--- config.mk ---
export PLATFORM = sky130hd
export DESIGN_NAME = rv_core
export DESIGN_NICKNAME = d
export VERILOG_FILES = /design/src/common/rv_pkg.sv /design/src/hw/rv_stage_reg.sv /design/src/hw/rv_regfile.sv /design/src/hw/rv_hazard.sv /design/src/hw/decode/rv_decoder.sv /design/src/hw/execute/rv_execute.sv /design/src/hw/rv_core.sv
export VERILOG_INCLUDE_DIRS = /design/src /design/src/common
export SDC_FILE = /design/constraint.sdc
export NUM_CORES = 2
export LEC_CHECK = 0
export ABC_AREA = 0
export ABC_CLOCK_PERIOD_IN_PS = 7700
export BUFFER_PORTS_ARGS = -buffer_cell sky130_fd_sc_hd__buf_2
export CAP_MARGIN = 20
export CORE_ASPECT_RATIO = 2
export CORE_MARGIN = 8
export CORE_UTILIZATION = 50
export DETAILED_ROUTE_END_ITERATION = 6
export PLACE_DENSITY = 0.66
export SKIP_LAST_GASP = 1
export SYNTH_ARGS = -nofsm -noshare
export SYNTH_HDL_FRONTEND = slang
export SYNTH_HIERARCHICAL = 1
export SYNTH_SLANG_ARGS = --single-unit
--- constraint.sdc ---
create_clock -name clk -period 7.7 [get_ports clk]
set_clock_uncertainty 0.1 [all_clocks]
set_input_delay 0.385 -clock clk [delete_from_list [all_inputs] [get_ports clk]]
set_output_delay 0.385 -clock clk [all_outputs]
set_load 0.01 [all_outputs]
--- src/common/rv_cfg.svh ---
`ifndef RV_CFG_SVH
`define RV_CFG_SVH

// Data and address width
`define RV_XLEN 32

// Architectural register file
`define RV_NREGS 32
`define RV_REG_AW 5

// First fetch address
`define RV_RESET_PC 32'h0000_0000

`endif

--- src/common/rv_pkg.sv ---
`default_nettype none

`include "rv_cfg.svh"

package rv_pkg;

    typedef logic [`RV_XLEN-1:0] word_t;
    typedef logic [`RV_REG_AW-1:0] reg_addr_t;

    typedef enum logic [6:0] {
        OP_LUI    = 7'b0110111,
        OP_AUIPC  = 7'b0010111,
        OP_JAL    = 7'b1101111,
        OP_JALR   = 7'b1100111,
        OP_BRANCH = 7'b1100011,
        OP_LOAD   = 7'b0000011,
        OP_STORE  = 7'b0100011,
        OP_IMM    = 7'b0010011,
        OP_REG    = 7'b0110011
    } opcode_e;

    typedef enum logic [3:0] {
        ALU_ADD,
        ALU_SUB,
        ALU_AND,
        ALU_OR,
        ALU_XOR,
        ALU_SLT,
        ALU_SLTU,
        ALU_SLL,
        ALU_SRL,
        ALU_SRA,
        ALU_PASS2    // Second operand straight through
    } alu_op_e;

    typedef enum logic [2:0] {
        BR_NONE,
        BR_EQ,
        BR_NE,
        BR_LT,
        BR_GE,
        BR_LTU,
        BR_GEU
    } br_type_e;

    // WD_ALU is zero so an all-zero bubble writes nothing odd
    typedef enum logic [1:0] {
        WD_ALU,
        WD_PC4,
        WD_MEM,
        WD_IMM
    } wd_sel_e;

    typedef struct packed {
        word_t pc;
        word_t inst;
    } if_id_t;

    typedef struct packed {
        word_t     pc;
        word_t     imm;
        word_t     rd0;
        word_t     rd1;
        reg_addr_t ra0;
        reg_addr_t ra1;
        logic      re0;
        logic      re1;
        reg_addr_t wa;
        logic      we;
        wd_sel_e   wd_sel;
        alu_op_e   alu_op;
        br_type_e  br_type;
        logic      src1_pc;
        logic      src2_imm;
        logic      jal;
        logic      jalr;
        logic      mem_we;
        logic      is_load;
    } id_ex_t;

    typedef struct packed {
        word_t     alu_ans;
        word_t     store_data;
        word_t     pc_add4;
        word_t     imm;
        reg_addr_t wa;
        logic      we;
        wd_sel_e   wd_sel;
        logic      mem_we;
    } ex_mem_t;

    typedef struct packed {
        word_t     alu_ans;
        word_t     load_data;
        word_t     pc_add4;
        word_t     imm;
        reg_addr_t wa;
        logic      we;
        wd_sel_e   wd_sel;
    } mem_wb_t;

endpackage

`default_nettype wire

--- src/hw/rv_stage_reg.sv ---
`timescale 1ns/100ps
`default_nettype none

module rv_stage_reg #(
    parameter type payload_t = logic
) (
    input  logic     clk,
    input  logic     rst_n,
    input  logic     stall,
    input  logic     flush,
    input  payload_t d,
    output payload_t q
);

    always_ff @(posedge clk) begin
        if (!rst_n || flush) begin
            q <= '0;    // Bubble, all writes off
        end else if (!stall) begin
            q <= d;
        end
    end

endmodule

`default_nettype wire

--- src/hw/rv_regfile.sv ---
`timescale 1ns/100ps
`default_nettype none

`include "rv_cfg.svh"

module rv_regfile (
    input  logic              clk,
    input  logic              we,
    input  rv_pkg::reg_addr_t ra0,
    input  rv_pkg::reg_addr_t ra1,
    input  rv_pkg::reg_addr_t wa,
    input  rv_pkg::reg_addr_t ra_dbg,
    input  rv_pkg::word_t     wd,
    output rv_pkg::word_t     rd0,
    output rv_pkg::word_t     rd1,
    output rv_pkg::word_t     rd_dbg
);
    import rv_pkg::*;

    word_t regs [1:`RV_NREGS-1];   // x0 has no storage

    always_ff @(posedge clk) begin
        if (we && wa != '0) begin
            regs[wa] <= wd;
        end
    end

    // Write-through so decode sees the value retiring this cycle
    assign rd0    = (ra0 == '0) ? '0 : (we && wa == ra0) ? wd : regs[ra0];
    assign rd1    = (ra1 == '0) ? '0 : (we && wa == ra1) ? wd : regs[ra1];
    assign rd_dbg = (ra_dbg == '0) ? '0 : (we && wa == ra_dbg) ? wd : regs[ra_dbg];

endmodule

`default_nettype wire

--- src/hw/rv_hazard.sv ---
`timescale 1ns/100ps
`default_nettype none

module rv_hazard (
    input  rv_pkg::reg_addr_t ra0_id,
    input  rv_pkg::reg_addr_t ra1_id,
    input  rv_pkg::reg_addr_t ra0_ex,
    input  rv_pkg::reg_addr_t ra1_ex,
    input  rv_pkg::reg_addr_t wa_ex,
    input  rv_pkg::reg_addr_t wa_mem,
    input  rv_pkg::reg_addr_t wa_wb,
    input  logic              re0_id,
    input  logic              re1_id,
    input  logic              re0_ex,
    input  logic              re1_ex,
    input  logic              is_load_ex,
    input  logic              we_mem,
    input  logic              we_wb,
    input  logic              redirect,
    input  rv_pkg::wd_sel_e   wd_sel_mem,
    input  rv_pkg::word_t     alu_ans_mem,
    input  rv_pkg::word_t     pc_add4_mem,
    input  rv_pkg::word_t     imm_mem,
    input  rv_pkg::word_t     wd_wb,
    output logic              fwd0_en,
    output logic              fwd1_en,
    output logic              stall_if,
    output logic              stall_id,
    output logic              flush_id,
    output logic              flush_ex,
    output rv_pkg::word_t     fwd0_data,
    output rv_pkg::word_t     fwd1_data
);
    import rv_pkg::*;

    logic  hit0_mem, hit1_mem, hit0_wb, hit1_wb;
    logic  load_use;
    word_t mem_val;

    assign hit0_mem = re0_ex && we_mem && wa_mem != '0 && wa_mem == ra0_ex;
    assign hit1_mem = re1_ex && we_mem && wa_mem != '0 && wa_mem == ra1_ex;
    assign hit0_wb  = re0_ex && we_wb && wa_wb != '0 && wa_wb == ra0_ex;
    assign hit1_wb  = re1_ex && we_wb && wa_wb != '0 && wa_wb == ra1_ex;

    // A load never sits in memory with a consumer in execute
    always_comb begin
        case (wd_sel_mem)
            WD_PC4:  mem_val = pc_add4_mem;
            WD_IMM:  mem_val = imm_mem;
            default: mem_val = alu_ans_mem;
        endcase
    end

    assign fwd0_en   = hit0_mem || hit0_wb;
    assign fwd1_en   = hit1_mem || hit1_wb;
    assign fwd0_data = hit0_mem ? mem_val : wd_wb;    // Younger result wins
    assign fwd1_data = hit1_mem ? mem_val : wd_wb;

    assign load_use = is_load_ex && wa_ex != '0 &&
                      ((re0_id && ra0_id == wa_ex) || (re1_id && ra1_id == wa_ex));

    assign stall_if = load_use && !redirect;
    assign stall_id = load_use && !redirect;
    assign flush_id = redirect;
    assign flush_ex = redirect || load_use;

endmodule

`default_nettype wire

--- src/hw/decode/rv_decoder.sv ---
`timescale 1ns/100ps
`default_nettype none

module rv_decoder (
    input  rv_pkg::word_t    inst,
    output logic             rf_re0,
    output logic             rf_re1,
    output logic             rf_we,
    output logic             alu_src1_pc,
    output logic             alu_src2_imm,
    output logic             jal,
    output logic             jalr,
    output logic             mem_we,
    output logic             is_load,
    output rv_pkg::wd_sel_e  rf_wd_sel,
    output rv_pkg::alu_op_e  alu_op,
    output rv_pkg::br_type_e br_type,
    output rv_pkg::word_t    imm
);
    import rv_pkg::*;

    logic [2:0] funct3;
    word_t      i_imm, s_imm, b_imm, u_imm, j_imm;

    function automatic alu_op_e alu_decode(input logic [2:0] f3, input logic alt);
        case (f3)
            3'b000:  return alt ? ALU_SUB : ALU_ADD;
            3'b001:  return ALU_SLL;
            3'b010:  return ALU_SLT;
            3'b011:  return ALU_SLTU;
            3'b100:  return ALU_XOR;
            3'b101:  return alt ? ALU_SRA : ALU_SRL;
            3'b110:  return ALU_OR;
            default: return ALU_AND;
        endcase
    endfunction

    assign funct3 = inst[14:12];
    assign i_imm  = {{20{inst[31]}}, inst[31:20]};
    assign s_imm  = {{20{inst[31]}}, inst[31:25], inst[11:7]};
    assign b_imm  = {{19{inst[31]}}, inst[31], inst[7], inst[30:25], inst[11:8], 1'b0};
    assign u_imm  = {inst[31:12], 12'b0};
    assign j_imm  = {{11{inst[31]}}, inst[31], inst[19:12], inst[20], inst[30:21], 1'b0};

    always_comb begin
        rf_re0       = 1'b0;
        rf_re1       = 1'b0;
        rf_we        = 1'b0;
        alu_src1_pc  = 1'b0;
        alu_src2_imm = 1'b0;
        jal          = 1'b0;
        jalr         = 1'b0;
        mem_we       = 1'b0;
        is_load      = 1'b0;
        rf_wd_sel    = WD_ALU;
        alu_op       = ALU_ADD;
        br_type      = BR_NONE;
        imm          = '0;
        case (inst[6:0])
            OP_REG: begin
                {rf_re0, rf_re1, rf_we} = 3'b111;
                alu_op = alu_decode(funct3, inst[30]);
            end
            OP_IMM: begin
                {rf_re0, rf_we, alu_src2_imm} = 3'b111;
                imm    = i_imm;
                alu_op = alu_decode(funct3, funct3 == 3'b101 && inst[30]);   // Only srai
            end
            OP_LOAD: begin
                {rf_re0, rf_we, alu_src2_imm, is_load} = 4'b1111;
                imm       = i_imm;
                rf_wd_sel = WD_MEM;
            end
            OP_STORE: begin
                {rf_re0, rf_re1, alu_src2_imm, mem_we} = 4'b1111;
                imm = s_imm;
            end
            OP_BRANCH: begin
                {rf_re0, rf_re1, alu_src1_pc, alu_src2_imm} = 4'b1111;
                imm = b_imm;    // Target from pc + imm
                case (funct3)
                    3'b000:  br_type = BR_EQ;
                    3'b001:  br_type = BR_NE;
                    3'b100:  br_type = BR_LT;
                    3'b101:  br_type = BR_GE;
                    3'b110:  br_type = BR_LTU;
                    3'b111:  br_type = BR_GEU;
                    default: br_type = BR_NONE;
                endcase
            end
            OP_JAL: begin
                {rf_we, alu_src1_pc, alu_src2_imm, jal} = 4'b1111;
                imm       = j_imm;
                rf_wd_sel = WD_PC4;
            end
            OP_JALR: begin
                {rf_re0, rf_we, alu_src2_imm, jalr} = 4'b1111;
                imm       = i_imm;
                rf_wd_sel = WD_PC4;
            end
            OP_LUI: begin
                {rf_we, alu_src2_imm} = 2'b11;
                imm       = u_imm;
                alu_op    = ALU_PASS2;
                rf_wd_sel = WD_IMM;
            end
            OP_AUIPC: begin
                {rf_we, alu_src1_pc, alu_src2_imm} = 3'b111;
                imm = u_imm;
            end
            default: ;    // Unknown opcode stays a bubble
        endcase
    end

endmodule

`default_nettype wire

--- src/hw/execute/rv_execute.sv ---
`timescale 1ns/100ps
`default_nettype none

module rv_execute (
    input  rv_pkg::word_t    pc,
    input  rv_pkg::word_t    imm,
    input  rv_pkg::word_t    rd0_raw,
    input  rv_pkg::word_t    rd1_raw,
    input  rv_pkg::word_t    fwd0_data,
    input  rv_pkg::word_t    fwd1_data,
    input  logic             fwd0_en,
    input  logic             fwd1_en,
    input  logic             alu_src1_pc,
    input  logic             alu_src2_imm,
    input  logic             jal,
    input  logic             jalr,
    input  rv_pkg::alu_op_e  alu_op,
    input  rv_pkg::br_type_e br_type,
    output rv_pkg::word_t    alu_ans,
    output rv_pkg::word_t    store_data,
    output logic             redirect,
    output rv_pkg::word_t    redirect_pc
);
    import rv_pkg::*;

    word_t rd0, rd1, src1, src2;
    logic  br_taken;

    assign rd0  = fwd0_en ? fwd0_data : rd0_raw;
    assign rd1  = fwd1_en ? fwd1_data : rd1_raw;
    assign src1 = alu_src1_pc ? pc : rd0;
    assign src2 = alu_src2_imm ? imm : rd1;

    always_comb begin
        case (alu_op)
            ALU_ADD:   alu_ans = src1 + src2;
            ALU_SUB:   alu_ans = src1 - src2;
            ALU_AND:   alu_ans = src1 & src2;
            ALU_OR:    alu_ans = src1 | src2;
            ALU_XOR:   alu_ans = src1 ^ src2;
            ALU_SLT:   alu_ans = word_t'($signed(src1) < $signed(src2));
            ALU_SLTU:  alu_ans = word_t'(src1 < src2);
            ALU_SLL:   alu_ans = src1 << src2[4:0];
            ALU_SRL:   alu_ans = src1 >> src2[4:0];
            ALU_SRA:   alu_ans = word_t'($signed(src1) >>> src2[4:0]);
            ALU_PASS2: alu_ans = src2;
            default:   alu_ans = '0;
        endcase
    end

    // Compare the forwarded registers, not the ALU operands
    always_comb begin
        case (br_type)
            BR_EQ:   br_taken = rd0 == rd1;
            BR_NE:   br_taken = rd0 != rd1;
            BR_LT:   br_taken = $signed(rd0) < $signed(rd1);
            BR_GE:   br_taken = $signed(rd0) >= $signed(rd1);
            BR_LTU:  br_taken = rd0 < rd1;
            BR_GEU:  br_taken = rd0 >= rd1;
            default: br_taken = 1'b0;
        endcase
    end

    assign store_data  = rd1;
    assign redirect    = jal || jalr || br_taken;
    assign redirect_pc = jalr ? {alu_ans[31:1], 1'b0} : alu_ans;

endmodule

`default_nettype wire

--- src/hw/rv_core.sv ---
`timescale 1ns/100ps
`default_nettype none

`include "rv_cfg.svh"

module rv_core (
    input  logic              clk,
    input  logic              rst_n,
    output rv_pkg::word_t     im_addr,
    input  rv_pkg::word_t     im_dout,
    output rv_pkg::word_t     mem_addr,
    output logic              mem_we,
    output rv_pkg::word_t     mem_din,
    input  rv_pkg::word_t     mem_dout,
    output rv_pkg::word_t     current_pc,
    output rv_pkg::word_t     next_pc,
    input  rv_pkg::reg_addr_t cpu_check_addr,
    output rv_pkg::word_t     cpu_check_data
);
    import rv_pkg::*;

    word_t   pc, pc_add4, redirect_pc, wd_wb;
    word_t   fwd0_data, fwd1_data;
    logic    redirect, fwd0_en, fwd1_en;
    logic    stall_if, stall_id, flush_id, flush_ex;
    if_id_t  if_id_d, if_id_q;
    id_ex_t  id_ex_d, id_ex_q;
    ex_mem_t ex_mem_d, ex_mem_q;
    mem_wb_t mem_wb_d, mem_wb_q;

    // Fetch, predicted not-taken
    assign pc_add4 = pc + `RV_XLEN'd4;
    assign next_pc = redirect ? redirect_pc : pc_add4;

    always_ff @(posedge clk) begin
        if (!rst_n) begin
            pc <= `RV_RESET_PC;
        end else if (!stall_if) begin
            pc <= next_pc;
        end
    end

    assign im_addr    = pc;
    assign current_pc = pc;
    assign if_id_d    = '{pc: pc, inst: im_dout};

    rv_stage_reg #(.payload_t(if_id_t)) u_if_id (
        .clk   (clk),
        .rst_n (rst_n),
        .stall (stall_id),
        .flush (flush_id),
        .d     (if_id_d),
        .q     (if_id_q)
    );

    // Decode
    assign id_ex_d.pc  = if_id_q.pc;
    assign id_ex_d.ra0 = if_id_q.inst[19:15];
    assign id_ex_d.ra1 = if_id_q.inst[24:20];
    assign id_ex_d.wa  = if_id_q.inst[11:7];

    rv_decoder u_decoder (
        .inst         (if_id_q.inst),
        .rf_re0       (id_ex_d.re0),
        .rf_re1       (id_ex_d.re1),
        .rf_we        (id_ex_d.we),
        .alu_src1_pc  (id_ex_d.src1_pc),
        .alu_src2_imm (id_ex_d.src2_imm),
        .jal          (id_ex_d.jal),
        .jalr         (id_ex_d.jalr),
        .mem_we       (id_ex_d.mem_we),
        .is_load      (id_ex_d.is_load),
        .rf_wd_sel    (id_ex_d.wd_sel),
        .alu_op       (id_ex_d.alu_op),
        .br_type      (id_ex_d.br_type),
        .imm          (id_ex_d.imm)
    );

    rv_regfile u_regfile (
        .clk    (clk),
        .we     (mem_wb_q.we),
        .ra0    (id_ex_d.ra0),
        .ra1    (id_ex_d.ra1),
        .wa     (mem_wb_q.wa),
        .ra_dbg (cpu_check_addr),
        .wd     (wd_wb),
        .rd0    (id_ex_d.rd0),
        .rd1    (id_ex_d.rd1),
        .rd_dbg (cpu_check_data)
    );

    rv_stage_reg #(.payload_t(id_ex_t)) u_id_ex (
        .clk   (clk),
        .rst_n (rst_n),
        .stall (1'b0),
        .flush (flush_ex),
        .d     (id_ex_d),
        .q     (id_ex_q)
    );

    // Execute
    rv_execute u_execute (
        .pc           (id_ex_q.pc),
        .imm          (id_ex_q.imm),
        .rd0_raw      (id_ex_q.rd0),
        .rd1_raw      (id_ex_q.rd1),
        .fwd0_data    (fwd0_data),
        .fwd1_data    (fwd1_data),
        .fwd0_en      (fwd0_en),
        .fwd1_en      (fwd1_en),
        .alu_src1_pc  (id_ex_q.src1_pc),
        .alu_src2_imm (id_ex_q.src2_imm),
        .jal          (id_ex_q.jal),
        .jalr         (id_ex_q.jalr),
        .alu_op       (id_ex_q.alu_op),
        .br_type      (id_ex_q.br_type),
        .alu_ans      (ex_mem_d.alu_ans),
        .store_data   (ex_mem_d.store_data),
        .redirect     (redirect),
        .redirect_pc  (redirect_pc)
    );

    assign ex_mem_d.pc_add4 = id_ex_q.pc + `RV_XLEN'd4;    // Link value
    assign ex_mem_d.imm     = id_ex_q.imm;
    assign ex_mem_d.wa      = id_ex_q.wa;
    assign ex_mem_d.we      = id_ex_q.we;
    assign ex_mem_d.wd_sel  = id_ex_q.wd_sel;
    assign ex_mem_d.mem_we  = id_ex_q.mem_we;

    rv_stage_reg #(.payload_t(ex_mem_t)) u_ex_mem (
        .clk   (clk),
        .rst_n (rst_n),
        .stall (1'b0),
        .flush (1'b0),
        .d     (ex_mem_d),
        .q     (ex_mem_q)
    );

    // Memory
    assign mem_addr = ex_mem_q.alu_ans;
    assign mem_din  = ex_mem_q.store_data;
    assign mem_we   = ex_mem_q.mem_we;
    assign mem_wb_d = '{alu_ans:   ex_mem_q.alu_ans,
                        load_data: mem_dout,
                        pc_add4:   ex_mem_q.pc_add4,
                        imm:       ex_mem_q.imm,
                        wa:        ex_mem_q.wa,
                        we:        ex_mem_q.we,
                        wd_sel:    ex_mem_q.wd_sel};

    rv_stage_reg #(.payload_t(mem_wb_t)) u_mem_wb (
        .clk   (clk),
        .rst_n (rst_n),
        .stall (1'b0),
        .flush (1'b0),
        .d     (mem_wb_d),
        .q     (mem_wb_q)
    );

    // Writeback
    always_comb begin
        case (mem_wb_q.wd_sel)
            WD_PC4:  wd_wb = mem_wb_q.pc_add4;
            WD_MEM:  wd_wb = mem_wb_q.load_data;
            WD_IMM:  wd_wb = mem_wb_q.imm;
            default: wd_wb = mem_wb_q.alu_ans;
        endcase
    end

    rv_hazard u_hazard (
        .ra0_id      (id_ex_d.ra0),
        .ra1_id      (id_ex_d.ra1),
        .ra0_ex      (id_ex_q.ra0),
        .ra1_ex      (id_ex_q.ra1),
        .wa_ex       (id_ex_q.wa),
        .wa_mem      (ex_mem_q.wa),
        .wa_wb       (mem_wb_q.wa),
        .re0_id      (id_ex_d.re0),
        .re1_id      (id_ex_d.re1),
        .re0_ex      (id_ex_q.re0),
        .re1_ex      (id_ex_q.re1),
        .is_load_ex  (id_ex_q.is_load),
        .we_mem      (ex_mem_q.we),
        .we_wb       (mem_wb_q.we),
        .redirect    (redirect),
        .wd_sel_mem  (ex_mem_q.wd_sel),
        .alu_ans_mem (ex_mem_q.alu_ans),
        .pc_add4_mem (ex_mem_q.pc_add4),
        .imm_mem     (ex_mem_q.imm),
        .wd_wb       (wd_wb),
        .fwd0_en     (fwd0_en),
        .fwd1_en     (fwd1_en),
        .stall_if    (stall_if),
        .stall_id    (stall_id),
        .flush_id    (flush_id),
        .flush_ex    (flush_ex),
        .fwd0_data   (fwd0_data),
        .fwd1_data   (fwd1_data)
    );

endmodule

`default_nettype wire

==> run metrics <==
final WL 400400 um; final hold vios 0; root buf cell clkbuf_16; final core occ 55.42%; FF-to-FF setup slack 740 ps; register area 40440 sq um; Num CTS Buffers 147; Syn-to-layout area delta 10.22%; Vias between 70000 and 80000; ys async rst share 0%; Worst R2R Path Depth 20; placed cell areas 94470 sq um; Cells after Synth 7474; final period utilization 98.86%; Yosys warning count 6; Die Wd 317.5 um; routability cong. approximately 1.1; Finished Cell Area 100200 sq um; largest net degree at the start of global routing about 160; Crit. path cell count 17; die extent in y 619.1 um; Max Cap Viol 0; RSZ-0062 raised after global routing true; std cell rows 221; Multi-input gate area 46520 sq um; Top cell by count, worst path mux2i_1; vias in the first global route 72600; port bufs around 260; gr ovfl total 0; worst path arrival time just over 7000 ps; CTS HTree Levels 4; Placeable Area 180800 sq um; Buf+Inv Stages, Crit Path 4; hold_ws 269.7 ps; most frequent cells in the layout mux2i_1, edfxtp_1, nor2_1; Final Max Slew Viols 0; Post-Syn Area 90920 sq um; kind of critical path register to primary output; violated checks DRC; Tmin final about 7600 ps; total power draw 19.27 mW; Synth Register Bits 1522; Synth cell types approximately 110; layout filler cell count 15150; DRC 1; leak pwr 34.14 nW; Final ANT Viol Nets 0; TritonRoute pass-1 iters 7; crit-path max FO 36; detailed placement HPWL ~270000 um; EDFF count, synth about 990; WP data required 7210 ps; CTS tree yes; DR vias/cell 7.243; CP Launch Type register; Slew headroom a little over 4%; die area roughly 200000 sq um; share of layout cells above drive strength 1 approximately a quarter; antenna violations before repair 39; Worst path slowest cell o31ai_1; I/O pins 264; Hold/Removal Path Class input port to register; PwrDens 192.3 nW/um^2; clk buf depth 4; Starting Density about half; crit-path cells buf_4, mux4_2, buf_4, mux2_2, mux2_2, mux2i_1, mux2i_1, mux2i_1, mux2i_1, o21ai_0, nor2_1, o31ai_1, o211ai_1, buf_4, nand2_1, o211ai_1, buf_2; first-pass GRT wire length 551700 um; commonest non-fill, non-tap cell in the layout mux2i_1; average size of a mapped cell 12.17 sq um; family with the most delay on the worst path multiplexers; VDD IR-drop max 0.0001314 V; setup TNS 0 ps; top_reg_cell synth edfxtp_1; DRT iter0 DRCs 10020; Peak Freq 0.1314 GHz; Worst-path clk slew 80 ps; CP max stage delay about 900 ps; Slew @ Worst Pin 1423 ps; Routed WL per cell 39.67 um; Hold Path Stages 4; Num Clock Sinks 1522; GRT Overall Usage between 30% and 40%; final setup vio count 0; Seq/Total Area, Yosys 44.43%; nets between 7000 and 8000; run status finished, violations left; Crit. End Element primary output; Clk Latency, worst-skew pair 810 ps
cells in the mapped netlist, drive strengths merged (110+ instances only):
cell type	n	area share (%)
a211oi	166	1.4
a21oi	258	1.4
a22oi	110	0.91
buf	415	3.4
clkbuf	278	1.1
dfxtp	530	12
edfxtp	992	33
ha	131	1.8
inv	132	0.54
mux2	245	3.1
mux2i	1021	11
mux4	589	15
nand2	324	1.3
nand3	113	0.63
nor2	886	3.7
o21ai	208	1.1
cells by family (layout without fill, tap and decap cells):
group,after synthesis,after routing,synth area share (%)
and+or+nand+nor,1639,1639,8.028
xor gates and xnor gates,125,125,1.204
other,1,32,0.004124
muxes,1855,1855,28.95
DFF,1522,1522,44.43
AOI/OAI and AO/OA,1373,1373,10.48
adders and majority gates,133,133,1.847
buffers and inverters,826,1074,5.060
worst paths after layout:
kind / start / endpoint
worst max register to register: u_mem_wb/q[3] / current_pc[27]
worst max-delay path: u_mem_wb/q[1] / next_pc[23]
worst min-delay path: im_dout[0] / u_if_id/q[0]
worst min register to register: u_if_id/q[50] / u_if_id/q[50]
flip-flops by register name, indices dropped and copies added, names as in the netlist:
signal,cells
current_pc,32
u_ex_mem/q,137
u_id_ex/q,161
u_if_id/q,64
u_mem_wb/q,136
u_regfile/regs,992
worst min-delay path: stages:
cell and delay (ps):
dlygate4sd3_1 520, buf_2 100, mux2i_1 60, nor2_1 70
per-stage QoR:
stage | worst slack [ps] | cells
after floorplan | 1173 | 7479
after global placement | 496.5 | 9731
after detailed placement | 480.2 | 9735
after CTS | 116.3 | 10060
after global routing | -54.41 | 10070
final | 88.01 | 10090
routing by layer:
| metal | track usage [%] | part of all wire (%) | wire length, um |
|---|---|---|---|
| met1 | 38.49 | 30 | 118100 |
| met5 | 0.09867 | 0.052 | 207 |
| met4 | 42.88 | 14 | 54450 |
| met3 | 9.998 | 10 | 39980 |
| met2 | 64.20 | 47 | 187600 |
timing repair:
action                                  4_1_cts  5_1_grt
hold buffers                                 65        0
resized for setup                             1       17
pin swaps                                     3        2
endpoints found under the setup margin       14       12
hold endpoints to repair                     67        0
setup buffers                                10        3
where the power goes:
group	switching (mW)	total (mW)	leakage, nW	internal (mW)
Sequential	0.119	8.78	12.1	8.66
Clock	3.31	7.49	2.32	4.17
Combinational	1.96	3.00	19.7	1.04
final cells by class:
type	count	area share (%)
repair buffers	690	4.998
clock inverters	65	0.7379
diodes	26	0.06492
well taps	2341	2.923
inverters	133	0.4982
clock buffers	186	4.001
flip-flops and latches	1522	40.36
multi-input cells	5131	46.42
No activity file was read; power rests on OpenSTA's default activity.
